**src/verilog/softmax_settings.svh**
```systemverilog
// Softmax engine build settings
// Element format, tile geometry and vector length

`ifndef SOFTMAX_SETTINGS_SVH
`define SOFTMAX_SETTINGS_SVH

// Q16.16 element format
`define SM_WIDTH 32
`define SM_FRAC 16

// Vector geometry, SM_TOTAL is a whole number of tiles
`define SM_TILE 4
`define SM_TOTAL 16
`define SM_TILES (`SM_TOTAL / `SM_TILE)

// Sum of SM_TOTAL exps needs headroom above one element
`define SM_SUM_WIDTH (`SM_WIDTH + $clog2(`SM_TOTAL + 1))

`endif

```
**src/verilog/softmax_pkg.sv**
```systemverilog
// Softmax engine shared types
// Element, tile and sum formats plus the FSM and lane opcode encodings

`include "softmax_settings.svh"

package softmax_pkg;

    // Buffer address, one bit minimum for single-tile vectors
    localparam int SM_ADDR_W = (`SM_TILES > 1) ? $clog2(`SM_TILES) : 1;

    typedef logic signed [`SM_WIDTH-1:0] elem_t;                // Q16.16
    typedef logic [0:`SM_TILE-1][`SM_WIDTH-1:0] tile_t;         // Element 0 in MS chunk
    typedef logic [`SM_SUM_WIDTH-1:0] sum_t;                    // Unsigned, Q16 scale
    typedef logic [SM_ADDR_W-1:0] addr_t;

    // Pass sequencer states
    typedef enum logic [2:0] {
        st_idle,
        st_load,     // Store tiles, track the maximum
        st_sum,      // Re-read tiles for the exp sum
        st_wait_ln,
        st_norm,     // Re-read tiles for the output
        st_done
    } sm_state_e;

    // What the result stage does with a lane tile
    typedef enum logic {
        op_sum,
        op_norm
    } lane_op_e;

    localparam elem_t ONE_Q     = elem_t'(1 << `SM_FRAC);
    localparam elem_t LN2_Q     = 45426;    // 0.693147
    localparam elem_t INV_LN2_Q = 94548;    // 1.442695

endpackage

```
**src/verilog/softmax_if.sv**
```systemverilog
// Internal buses of the softmax engine
// tile_rd_if links the sequencer to the tile buffer, lane_op_if links the tile stages

interface tile_rd_if import softmax_pkg::*; ();
    logic  wr_en;
    addr_t wr_addr;
    tile_t wr_data;
    addr_t rd_addr;
    tile_t rd_data;     // Valid one cycle after rd_addr

    modport master (output wr_en, wr_addr, wr_data, rd_addr, input rd_data);
    modport slave (input wr_en, wr_addr, wr_data, rd_addr, output rd_data);
endinterface


```
**src/verilog/tile_buffer.sv**
```systemverilog
// Tile buffer
// Holds one input vector as SM_TILES tiles, one write and one registered read port

`include "softmax_settings.svh"

module tile_buffer import softmax_pkg::*; (
    input logic       clk,
    tile_rd_if.slave  port
);

    tile_t mem [`SM_TILES];

    always_ff @(posedge clk) begin
        if (port.wr_en) begin
            mem[port.wr_addr] <= port.wr_data;
        end
    end

    // Read data follows the address by one cycle
    always_ff @(posedge clk) begin
        port.rd_data <= mem[port.rd_addr];
    end

endmodule

```
**src/flat_wrapper.sv**
```systemverilog
// flat-port wrapper written by rule: the top's interface ports become plain ports
module tile_buffer_flat import softmax_pkg::*;
  (clk, port_wr_en, port_wr_addr, port_wr_data, port_rd_addr, port_rd_data);
  tile_rd_if port_i ();
  input logic clk;
  input wire logic [$bits(port_i.wr_en)-1:0] port_wr_en;
  input wire logic [$bits(port_i.wr_addr)-1:0] port_wr_addr;
  input wire logic [$bits(port_i.wr_data)-1:0] port_wr_data;
  input wire logic [$bits(port_i.rd_addr)-1:0] port_rd_addr;
  output wire logic [$bits(port_i.rd_data)-1:0] port_rd_data;
  assign port_i.wr_en = port_wr_en;
  assign port_i.wr_addr = port_wr_addr;
  assign port_i.wr_data = port_wr_data;
  assign port_i.rd_addr = port_rd_addr;
  assign port_rd_data = port_i.rd_data;
  tile_buffer u_core (.clk(clk), .port(port_i));
endmodule
```
**config.mk**
```make
export PLATFORM = sky130hd
export DESIGN_NAME = tile_buffer_flat
export DESIGN_NICKNAME = d
export VERILOG_FILES = /design/src/verilog/softmax_pkg.sv /design/src/verilog/softmax_if.sv /design/src/verilog/tile_buffer.sv /design/src/flat_wrapper.sv
export VERILOG_INCLUDE_DIRS = /design/src /design/src/verilog
export SDC_FILE = /design/constraint.sdc
export NUM_CORES = 1
export LEC_CHECK = 0
export BUFFER_PORTS_ARGS = -buffer_cell sky130_fd_sc_hd__buf_2
export CAP_MARGIN = 40
export CORE_MARGIN = 8
export CORE_UTILIZATION = 30
export DETAILED_ROUTE_END_ITERATION = 6
export PLACE_DENSITY = 0.57
export SKIP_CTS_REPAIR_TIMING = 1
export SYNTH_ARGS = -nofsm -noshare
export SYNTH_HDL_FRONTEND = slang
export SYNTH_SLANG_ARGS = --single-unit
```
**constraint.sdc**
```tcl
create_clock -name clk -period 31 [get_ports clk]
set_clock_uncertainty 0.05 [all_clocks]
set_input_delay 3.1 -clock clk [delete_from_list [all_inputs] [get_ports clk]]
set_output_delay 3.1 -clock clk [all_outputs]
set_load 0.03 [all_outputs]
```
==> impl_results.md <==
* Status: finished, final reports clean
* WL per Instance at 20.28 um
* Post-Place Worst Slack at 25.03 ns
* Fin Hold WS at 0.4854 ns
* Post-DP Area at between 0.02 and 0.025 mm^2
* Vias per inst at 4.266
* Layout area overhead at 22.34%
* Clock buffer depth at 3
* Root buf cell: clkbuf_16
* Power per cell area at around 75 mW/mm^2
* DRC viols at 0
* Clk slew on worst S/H paths at 0.06 ns
* Register share of total power at 50.9%
* TritonRoute pass-1 iters at 4
* Max_cap viols at 0
* Setup ws final at 25.76 ns
* DR vias at 9,027
* Least-Margin Pin Slew at 0.9089 ns
* Ports at approximately 260
* Fin. Hold Viols at 0
* Initial antenna violation count at 9
* Largest net degree at the start of global routing at 129
* Leak Pwr at 8.875 nW
* Final HPWL DP at 24,720 um
* Yosys warnings at 0
* Crit Path Class: primary input to register
* Vias in the first global route at 9,994
* DRT iter0 DRCs at 402
* CP Launch Type: primary input
* Unique cell type count in the Yosys netlist at 10
* Worst endpoint required time at ~31 ns
* Mapped Cells at 800
* RSZ-0062 raised after global routing: no
* Layout cells sized above 1 at a little over two fifths
* P_int at 1.528 mW
* ANT nets after route at 0
* Post-Syn Nets at 934
* CP arrival at 5.40 ns
* I/O Buffers at between 200 and 300
* Post-route total power at 1.951 mW
* Core footprint at roughly 0.07 mm^2
* Insertion delay of the later-clocked pin in the worst-skew pair at slightly below 0.6 ns
* Number of synthesized register bits at 640
* Max_slew headroom at 39.41%
* Sequential area share after synthesis at 84.75%
* Syn Area/Cell at 26.46 um^2
* H-tree level count at 3
* Max Freq at 190.7 MHz
* Final #Nets at 1,250
* Most frequent cells in the layout: 512 x edfxtp_1, 259 x buf_2, 128 x mux4_2, 128 x dfxtp_1, 70 x clkbuf_16
* Routed WL at 42,910 um
* Grt ovf at 0
* Power share of the combinational group at 6.1%
* CP endpoint kind: register
* Global-route wire length before repair at 63,140 um
* Routability congestion estimate at 0.6808
* Min Tclk post-route at 5.244 ns
* Final Slew Violations at 0
* Site Rows at 97
* CP Max Fanout at 45
* Sw frac at 21.67%
* Die area at just under 0.08 mm^2
* CTS buffer count at 69
* Min-Delay Path Class: register to register
* Setup TNS at 0 ns
* Clock share of power at 42.9%
* Final setup violation count at 0
* CTS tree: done
* Cell Area, Synth at 0.02117 mm^2
* Peak VDD IR at 0.00003704 V
* Die H at 281.6 um
* Clk sinks at 640
* Commonest non-fill, non-tap cell in the layout: edfxtp_1
* Total GRT Usage at 10.72%
* Initial core utilization at 30.28%
* Die width at 281.6 um
* Switch Pwr at 0.4228 mW
* Finished Cell Area at 0.02589 mm^2
* Fin crit share at between 10% and 20%
## synth_stat cells (all sizes together)
| cell type | n | area (um^2) |
|---|---|---|
| and3b | 2 | 17.52 |
| edfxtp | 512 | 15370 |
| mux4 | 128 | 2883 |
| buf | 27 | 310.3 |
| and3 | 1 | 6.260 |
| clkbuf | 1 | 3.750 |
| nor3b | 1 | 7.510 |
| dfxtp | 128 | 2562 |
## stage by stage
| stage | cells | util (%) |
|---|---|---|
| after floorplan | 800 | - |
| after global placement | 1983 | 33.55 |
| after detailed placement | 1985 | 33.63 |
| after CTS | 2111 | 37.02 |
| after global routing | 2111 | 37.02 |
| final | 2116 | 37.04 |
## cell type report
type / instances / area (um^2)
Fill cell: 6432 / 44010
Sequential cell: 640 / 17940
Multi-Input combinational cell: 132 / 2932
Clock buffer: 90 / 1897
Timing Repair Buffer: 273 / 1465
Tap cell: 940 / 1176
Clock inverter: 36 / 474.2
Antenna cell: 5 / 12.51
## path summary, 6_finish.rpt
path,endpoint,slack (ns),cells after the start,from
hold reg to reg,u_core.port.rd_data[117]$_DFF_P_,0.49,1,u_core.mem[0][117]$_DFFE_PP_
hold / removal,u_core.port.rd_data[117]$_DFF_P_,0.49,1,u_core.mem[0][117]$_DFFE_PP_
setup / recovery,u_core.mem[3][40]$_DFFE_PP_,25.76,4,port_wr_addr[0]
setup reg to reg,u_core.port.rd_data[53]$_DFF_P_,29.93,1,u_core.mem[3][53]$_DFFE_PP_
## kinds of logic after synthesis
group / after synthesis / synth area share [%]
multiplexers: 128 / 13.62
flip-flops: 640 / 84.75
buffers and inverters: 28 / 1.484
AND/OR/NAND/NOR: 4 / 0.1478
## routing by layer
layer | track usage, % | part of all wire (%)
met2 | 17.20 | 48
met3 | 3.748 | 7.7
met5 | 0 | 0.091
met4 | 3.804 | 2.0
met1 | 13.45 | 42
## registers in the layout (all words and copies together) (netlist names)
signal and count:
u_core.port.rd_data 128, u_core.mem 512
## power groups by stage
stage	Combinational, mW	Sequential [mW]	Clock, mW
after floorplan	0.0436	1.04	0
after global placement	0.120	1.01	0
after detailed placement	0.123	1.01	0
after CTS	0.123	0.995	0.867
after global routing	0.128	0.998	0.898
final	0.120	0.994	0.838
## critical path: stages
cell    delay, ns
buf_2        0.11
and3_4       0.60
buf_4        0.72
buf_4        0.73
Power figures use the tool's default switching activity.
