--- src/verilog/softmax_settings.svh ---
// Softmax engine build settings
// Element format, tile geometry and vector length

`ifndef SOFTMAX_SETTINGS_SVH
`define SOFTMAX_SETTINGS_SVH

// Q16.16 element format
`define SM_WIDTH 32
`define SM_FRAC 16

// Vector geometry, SM_TOTAL is a whole number of tiles
`define SM_TILE 4
`define SM_TOTAL 16
`define SM_TILES (`SM_TOTAL / `SM_TILE)

// Sum of SM_TOTAL exps needs headroom above one element
`define SM_SUM_WIDTH (`SM_WIDTH + $clog2(`SM_TOTAL + 1))

`endif

--- src/verilog/softmax_pkg.sv ---
// Softmax engine shared types
// Element, tile and sum formats plus the FSM and lane opcode encodings

`include "softmax_settings.svh"

package softmax_pkg;

    // Buffer address, one bit minimum for single-tile vectors
    localparam int SM_ADDR_W = (`SM_TILES > 1) ? $clog2(`SM_TILES) : 1;

    typedef logic signed [`SM_WIDTH-1:0] elem_t;                // Q16.16
    typedef logic [0:`SM_TILE-1][`SM_WIDTH-1:0] tile_t;         // Element 0 in MS chunk
    typedef logic [`SM_SUM_WIDTH-1:0] sum_t;                    // Unsigned, Q16 scale
    typedef logic [SM_ADDR_W-1:0] addr_t;

    // Pass sequencer states
    typedef enum logic [2:0] {
        st_idle,
        st_load,     // Store tiles, track the maximum
        st_sum,      // Re-read tiles for the exp sum
        st_wait_ln,
        st_norm,     // Re-read tiles for the output
        st_done
    } sm_state_e;

    // What the result stage does with a lane tile
    typedef enum logic {
        op_sum,
        op_norm
    } lane_op_e;

    localparam elem_t ONE_Q     = elem_t'(1 << `SM_FRAC);
    localparam elem_t LN2_Q     = 45426;    // 0.693147
    localparam elem_t INV_LN2_Q = 94548;    // 1.442695

endpackage

--- src/verilog/softmax_if.sv ---
// Internal buses of the softmax engine
// tile_rd_if links the sequencer to the tile buffer, lane_op_if links the tile stages

interface tile_rd_if import softmax_pkg::*; ();
    logic  wr_en;
    addr_t wr_addr;
    tile_t wr_data;
    addr_t rd_addr;
    tile_t rd_data;     // Valid one cycle after rd_addr

    modport master (output wr_en, wr_addr, wr_data, rd_addr, input rd_data);
    modport slave (input wr_en, wr_addr, wr_data, rd_addr, output rd_data);
endinterface

// Valid-only tile stream, one tile per cycle while valid is high
interface lane_op_if import softmax_pkg::*; ();
    logic     valid;
    lane_op_e op;
    logic     last;       // Final tile of the pass
    tile_t    tile;
    elem_t    offset;     // Subtracted from every element

    modport issue (output valid, op, last, tile, offset);
    modport stage (input valid, op, last, tile, offset);
    modport sink (input valid, op, last, tile, offset);
endinterface

--- src/verilog/softmax_decode.sv ---
// Softmax pass sequencer
// Loads tiles while tracking the maximum, then replays the buffer for the sum
// and normalize passes with the matching offset

`include "softmax_settings.svh"

module softmax_decode import softmax_pkg::*; (
    input  logic       clk,
    input  logic       rst_n,
    input  logic       start,
    input  tile_t      tile_in,
    input  logic       tile_in_valid,
    input  elem_t      ln_value,
    input  logic       ln_valid,
    tile_rd_if.master  buf_bus,
    lane_op_if.issue   issue
);

    localparam addr_t LAST_TILE = addr_t'(`SM_TILES - 1);
    localparam elem_t MIN_ELEM  = elem_t'({1'b1, {(`SM_WIDTH-1){1'b0}}});

    sm_state_e state;
    addr_t     tile_cnt;        // Tiles stored so far
    addr_t     rd_addr;
    elem_t     max_val;
    elem_t     tile_max;
    elem_t     offset;
    logic      issue_valid;
    lane_op_e  issue_op;
    logic      issue_last;
    logic      over_offset;     // Replayed tile holds an element above the offset

    // Largest element of the arriving tile
    always_comb begin
        tile_max = elem_t'(tile_in[0]);
        for (int i = 1; i < `SM_TILE; i++) begin
            if (elem_t'(tile_in[i]) > tile_max) begin
                tile_max = elem_t'(tile_in[i]);
            end
        end
    end

    always_ff @(posedge clk) begin
        if (!rst_n) begin
            state       <= st_idle;
            tile_cnt    <= '0;
            rd_addr     <= '0;
            issue_valid <= 1'b0;
        end else begin
            issue_valid <= 1'b0;
            case (state)
                st_idle: begin
                    if (start) begin
                        state    <= st_load;
                        tile_cnt <= '0;
                    end
                end
                st_load: begin
                    if (tile_in_valid) begin
                        tile_cnt <= tile_cnt + 1'b1;
                        if (tile_cnt == LAST_TILE) begin
                            state <= st_sum;
                        end
                    end
                end
                // Both replay passes walk the buffer in order, one tile per cycle
                st_sum, st_norm: begin
                    issue_valid <= 1'b1;
                    rd_addr     <= rd_addr + 1'b1;
                    if (rd_addr == LAST_TILE) begin
                        rd_addr <= '0;
                        state   <= (state == st_sum) ? st_wait_ln : st_done;
                    end
                end
                st_wait_ln: begin
                    if (ln_valid) begin
                        state <= st_norm;
                    end
                end
                st_done: state <= st_idle;
                default: state <= st_idle;
            endcase
        end
    end

    // Maximum, offset and lane tags
    always_ff @(posedge clk) begin
        if (state == st_idle && start) begin
            max_val <= MIN_ELEM;
        end else if (state == st_load && tile_in_valid && tile_max > max_val) begin
            max_val <= tile_max;
        end

        if (state == st_sum) begin
            offset <= max_val;                  // Final once the load pass ends
        end else if (state == st_wait_ln && ln_valid) begin
            offset <= max_val + ln_value;
        end

        issue_op   <= (state == st_norm) ? op_norm : op_sum;
        issue_last <= (rd_addr == LAST_TILE);
    end

    // Sum pass offset has to cover every stored element
    always_comb begin
        over_offset = 1'b0;
        for (int i = 0; i < `SM_TILE; i++) begin
            if (elem_t'(buf_bus.rd_data[i]) > offset) begin
                over_offset = 1'b1;
            end
        end
    end

    assign buf_bus.wr_en   = (state == st_load) && tile_in_valid;
    assign buf_bus.wr_addr = tile_cnt;
    assign buf_bus.wr_data = tile_in;
    assign buf_bus.rd_addr = rd_addr;

    // Tile comes straight off the registered buffer read
    assign issue.valid  = issue_valid;
    assign issue.op     = issue_op;
    assign issue.last   = issue_last;
    assign issue.tile   = buf_bus.rd_data;
    assign issue.offset = offset;

    a_sum_offset_is_max: assert property (@(posedge clk) disable iff (!rst_n)
        (issue.valid && issue.op == op_sum) |-> !over_offset);

endmodule

--- src/flat_wrapper.sv ---
// flat-port wrapper written by rule: the top's interface ports become plain ports
module softmax_decode_flat import softmax_pkg::*;
  (clk, rst_n, start, tile_in, tile_in_valid, ln_value, ln_valid, buf_bus_wr_en, buf_bus_wr_addr, buf_bus_wr_data, buf_bus_rd_addr, buf_bus_rd_data, issue_valid, issue_op, issue_last, issue_tile, issue_offset);
  tile_rd_if buf_bus_i ();
  lane_op_if issue_i ();
  input  logic clk;
  input  logic rst_n;
  input  logic start;
  input  tile_t tile_in;
  input  logic tile_in_valid;
  input  elem_t ln_value;
  input  logic ln_valid;
  output wire logic [$bits(buf_bus_i.wr_en)-1:0] buf_bus_wr_en;
  output wire logic [$bits(buf_bus_i.wr_addr)-1:0] buf_bus_wr_addr;
  output wire logic [$bits(buf_bus_i.wr_data)-1:0] buf_bus_wr_data;
  output wire logic [$bits(buf_bus_i.rd_addr)-1:0] buf_bus_rd_addr;
  input wire logic [$bits(buf_bus_i.rd_data)-1:0] buf_bus_rd_data;
  output wire logic [$bits(issue_i.valid)-1:0] issue_valid;
  output wire logic [$bits(issue_i.op)-1:0] issue_op;
  output wire logic [$bits(issue_i.last)-1:0] issue_last;
  output wire logic [$bits(issue_i.tile)-1:0] issue_tile;
  output wire logic [$bits(issue_i.offset)-1:0] issue_offset;
  assign buf_bus_wr_en = buf_bus_i.wr_en;
  assign buf_bus_wr_addr = buf_bus_i.wr_addr;
  assign buf_bus_wr_data = buf_bus_i.wr_data;
  assign buf_bus_rd_addr = buf_bus_i.rd_addr;
  assign buf_bus_i.rd_data = buf_bus_rd_data;
  assign issue_valid = issue_i.valid;
  assign issue_op = issue_i.op;
  assign issue_last = issue_i.last;
  assign issue_tile = issue_i.tile;
  assign issue_offset = issue_i.offset;
  softmax_decode u_core (.clk(clk), .rst_n(rst_n), .start(start), .tile_in(tile_in), .tile_in_valid(tile_in_valid), .ln_value(ln_value), .ln_valid(ln_valid), .buf_bus(buf_bus_i), .issue(issue_i));
endmodule
--- config.mk ---
export PLATFORM = sky130hd
export DESIGN_NAME = softmax_decode_flat
export DESIGN_NICKNAME = d
export VERILOG_FILES = /design/src/verilog/softmax_pkg.sv /design/src/verilog/softmax_if.sv /design/src/verilog/softmax_decode.sv /design/src/flat_wrapper.sv
export VERILOG_INCLUDE_DIRS = /design/src /design/src/verilog
export SDC_FILE = /design/constraint.sdc
export NUM_CORES = 1
export LEC_CHECK = 0
export ABC_AREA = 1
export BUFFER_PORTS_ARGS = -buffer_cell sky130_fd_sc_hd__clkbuf_2
export CORE_AREA = 3 3 227 229
export DETAILED_ROUTE_END_ITERATION = 10
export DIE_AREA = 0 0 230 232
export GPL_TIMING_DRIVEN = 0
export PLACE_DENSITY = 0.48
export REMOVE_ABC_BUFFERS = 1
export SKIP_LAST_GASP = 1
export SYNTH_ARGS = -nofsm -noshare
export SYNTH_HDL_FRONTEND = slang
export SYNTH_SLANG_ARGS = --single-unit
export TNS_END_PERCENT = 30
--- constraint.sdc ---
create_clock -name clk -period 9.7 [get_ports clk]
set_clock_uncertainty 0.15 [all_clocks]
set_input_delay 2.91 -clock clk [delete_from_list [all_inputs] [get_ports clk]]
set_output_delay 2.91 -clock clk [all_outputs]
set_load 0.02 [all_outputs]
==> results_dict.tcl <==
set metrics [dict create \
    first_global_vias 10750 \
    insertion_delay_ns 0.36 \
    die_x_um 230 \
    rsz0062_at_grt "true" \
    antenna_found_initial 24 \
    dpl.cell_count 2312 \
    drc_errors 0 \
    cts_htree_levels 3 \
    synth_area_um2 10900 \
    gp_congestion 0.8922 \
    worstSetupPathType "input pin to flop" \
    grt_max_degree 39 \
    violations "setup timing" \
    drv_cap 0 \
    yosysMostFrequentCell "nand2_1" \
    use_met2 0.3338 \
    startpoint_type "input pin" \
    final_nets 2230 \
    p_seq_frac 0.150 \
    hpwl_um 53750 \
    final_cells 2460 \
    leakage_nw 7.208 \
    area_growth_pct 37.16 \
    synth_edf_count 32 \
    status "finished with violations" \
    synthCells 1603 \
    synth_cell_types 50 \
    combPwrFrac 0.757 \
    viasPerCell 4.609 \
    dpl-instance-area_um2 11330 \
    syn_area_per_cell_um2 6.798 \
    finalMaxSlewViolations 0 \
    max_clock_freq_ghz 0.09173 \
    setup_ws_ns -1.201 \
    slowest_delay_ns 0.36 \
    vias 11340 \
    crit_path_max_fanout 8 \
    met3_usage 0.2383 \
    rr_worst_depth 19 \
    crit_family "simple AND/OR/NAND/NOR gates" \
    switching_power_mw 1.864 \
    critPathArrivalTime_ns 11.01 \
    io_buffers 332 \
    drt-total-wl_um 66380 \
    clock_power_share 0.093 \
    endpoint_kind "flop" \
    synth_area_leaders "ha_1 (18%), buf_4 (18%), nand2_1 (11%)" \
    core_um2 49860 \
    clkSlewWorstSetupHoldPaths_ns 0.07 \
    fin_crit_sh 1.124 \
    critPathBufInv 12 \
    fin_crit_ns 10.90 \
    cp_data_required_time_ns 9.81 \
    cts_buffer_depth 2 \
    ant_nets 0 \
    swShare 0.5109 \
    gr-usage-met1 0.2350 \
    holdCritPathClass "flop to flop" \
    relSlewSlack 0.2151 \
    post-synth-top-area-cell "ha_1" \
    die-area_um2 53360 \
    clkSinkCount 74 \
    io_pins 589 \
    worst_slew_pin_slew_ns 1.176 \
    synthTopCellsByCount "nand2_1 (333), buf_4 (256), inv_1 (195), ha_1 (159), a21oi_1 (132)" \
    drive_above_1_share 0.4523 \
    tns_ns -37.60 \
    ys_ff_latch 74 \
    synth_top_area_frac 0.1825 \
    power.density_nw_per_um2 244.0 \
    synthArstFlopShare 0 \
    start_util 0.2186 \
    ctsHoldBuffers 0 \
    grt_pass1_wl_um 86970 \
    cts_root_buf "clkbuf_16" \
    synth-main-ff-cell "dfxtp_1" \
    p_int_mw 1.784 \
    first_pass_iters 6 \
    drt_iter0_drc 427 \
    cp_common_cell "nand2_2" \
    setup_viol 32 \
    detail_route.wl_per_cell_um 26.99 \
    yosysWarnings 0 \
    numCtsBuffers 9 \
    hold_viol_final 0 \
    dieHeight_um 232 \
    std_cell_rows 82 \
    crit_cells 53 \
    hold_path_depth 2 \
    fin_area_um2 14950 \
    grt_usage 0.2351 \
    irDropWorstVdd_uv 121.0 \
    top_usage_layer "met2" \
    synth-seq-area-share 0.1653 \
    grt-ovfl-total 0 \
    slowest_stage "o41ai_2" \
    cts_tree "yes" \
]
## layout make-up
class,count,area [um2]
tap,672,840.8
fill,5379,34910
multi-input combinational,1051,8265
clock buffer,9,225.2
timing repair inverter,3,22.52
antenna,6,15.01
timing repair buffer,443,2934
sequential,74,1802
inverter,195,775.7
clock inverter,7,67.56
## cell families after synthesis
| logic type | count (synthesis) | synth area share |
|---|---|---|
| DFF | 74 | 0.1653 |
| xor gates and xnor gates | 14 | 0.01125 |
| buffers and inverters | 491 | 0.2600 |
| adders and majority gates | 160 | 0.1844 |
| AOI/OAI and AO/OA | 263 | 0.1318 |
| and+or+nand+nor | 601 | 0.2472 |
## worst min-delay path: cells and delay by family, from the launching register on
family | cells | cell delay, ns
and+or+nand+nor | 1 | 0.06
AOI/OAI and AO/OA | 1 | 0.07
DFF | 1 | 0.34
## per-layer routing
metal	vias to the layer above	share of wire
li1	5481	-
met1	5074	0.35
met2	642	0.40
met3	96	0.21
met4	44	0.024
met5	-	0.017
## what timing repair did
action,CTS,global route
pin swaps,56,133
gates cloned,16,3
setup buffers,66,42
setup endpoints to repair,32,32
gates resized for setup,247,279
## per-stage QoR
stage | setup WS [ns] | power [mW] | hold slack [ns] | util
final | -1.201 | 3.648 | 0.3460 | 0.2998
after CTS | -1.282 | 3.318 | 0.3474 | 0.2698
after global routing | -1.697 | 3.999 | 0.3941 | 0.2998
after detailed placement | -7.569 | 2.468 | 0.3291 | 0.2272
after floorplan | -3.149 | 1.845 | 0.3138 | -
after global placement | -8.152 | 2.428 | 0.3312 | 0.2266
## sequential cells by signal, summed over array words and instances (netlist names)
name / flops
u_core.buf_bus.rd_addr: 2
u_core.issue.last: 1
u_core.issue.valid: 1
u_core.buf_bus.wr_addr: 2
u_core.issue.offset: 32
u_core.max_val: 32
u_core.issue.op: 1
u_core.state: 3
## path summary, 6_finish.rpt
| path | startpoint | to | slack, ns |
|---|---|---|---|
| worst min-delay path | u_core.max_val[31] | u_core.max_val[31] | 0.35 |
| worst min register to register | u_core.max_val[31] | u_core.max_val[31] | 0.35 |
| worst max register to register | u_core.max_val[0] | u_core.issue.offset[24] | 6.12 |
| worst max-delay path | tile_in[87] | u_core.max_val[28] | -1.20 |
## cells in the final DEF, fill, tap and decap left out, drive strengths merged, types with 3 or more instances in the layout
cell type  netlist  routed
nor3             8       8
o21ai           90      90
edfxtp          32      32
and2             5       5
inv            195     199
nor2            60      60
nand4           51      51
clkinvlp         0       5
or2             15      15
ha             159     159
o21a             7       7
o211ai           4       4
nand2          356     358
a211oi           6       6
xor2             7       7
clkbuf          26     317
nand3           97     108
xnor2            7       7
a21oi          134     134
buf            270     135
nor4             3       3
diode            0       6
dfxtp           42      42
## power groups by stage
stage                     Clock [mW]  Sequential (mW)  Combinational [mW]
after global routing           0.366            0.559                3.07
after detailed placement           0            0.555                1.91
after CTS                      0.355            0.548                2.42
after global placement             0            0.558                1.87
final                          0.341            0.546                2.76
after floorplan                    0            0.581                1.26
Power figures use the tool's default switching activity.
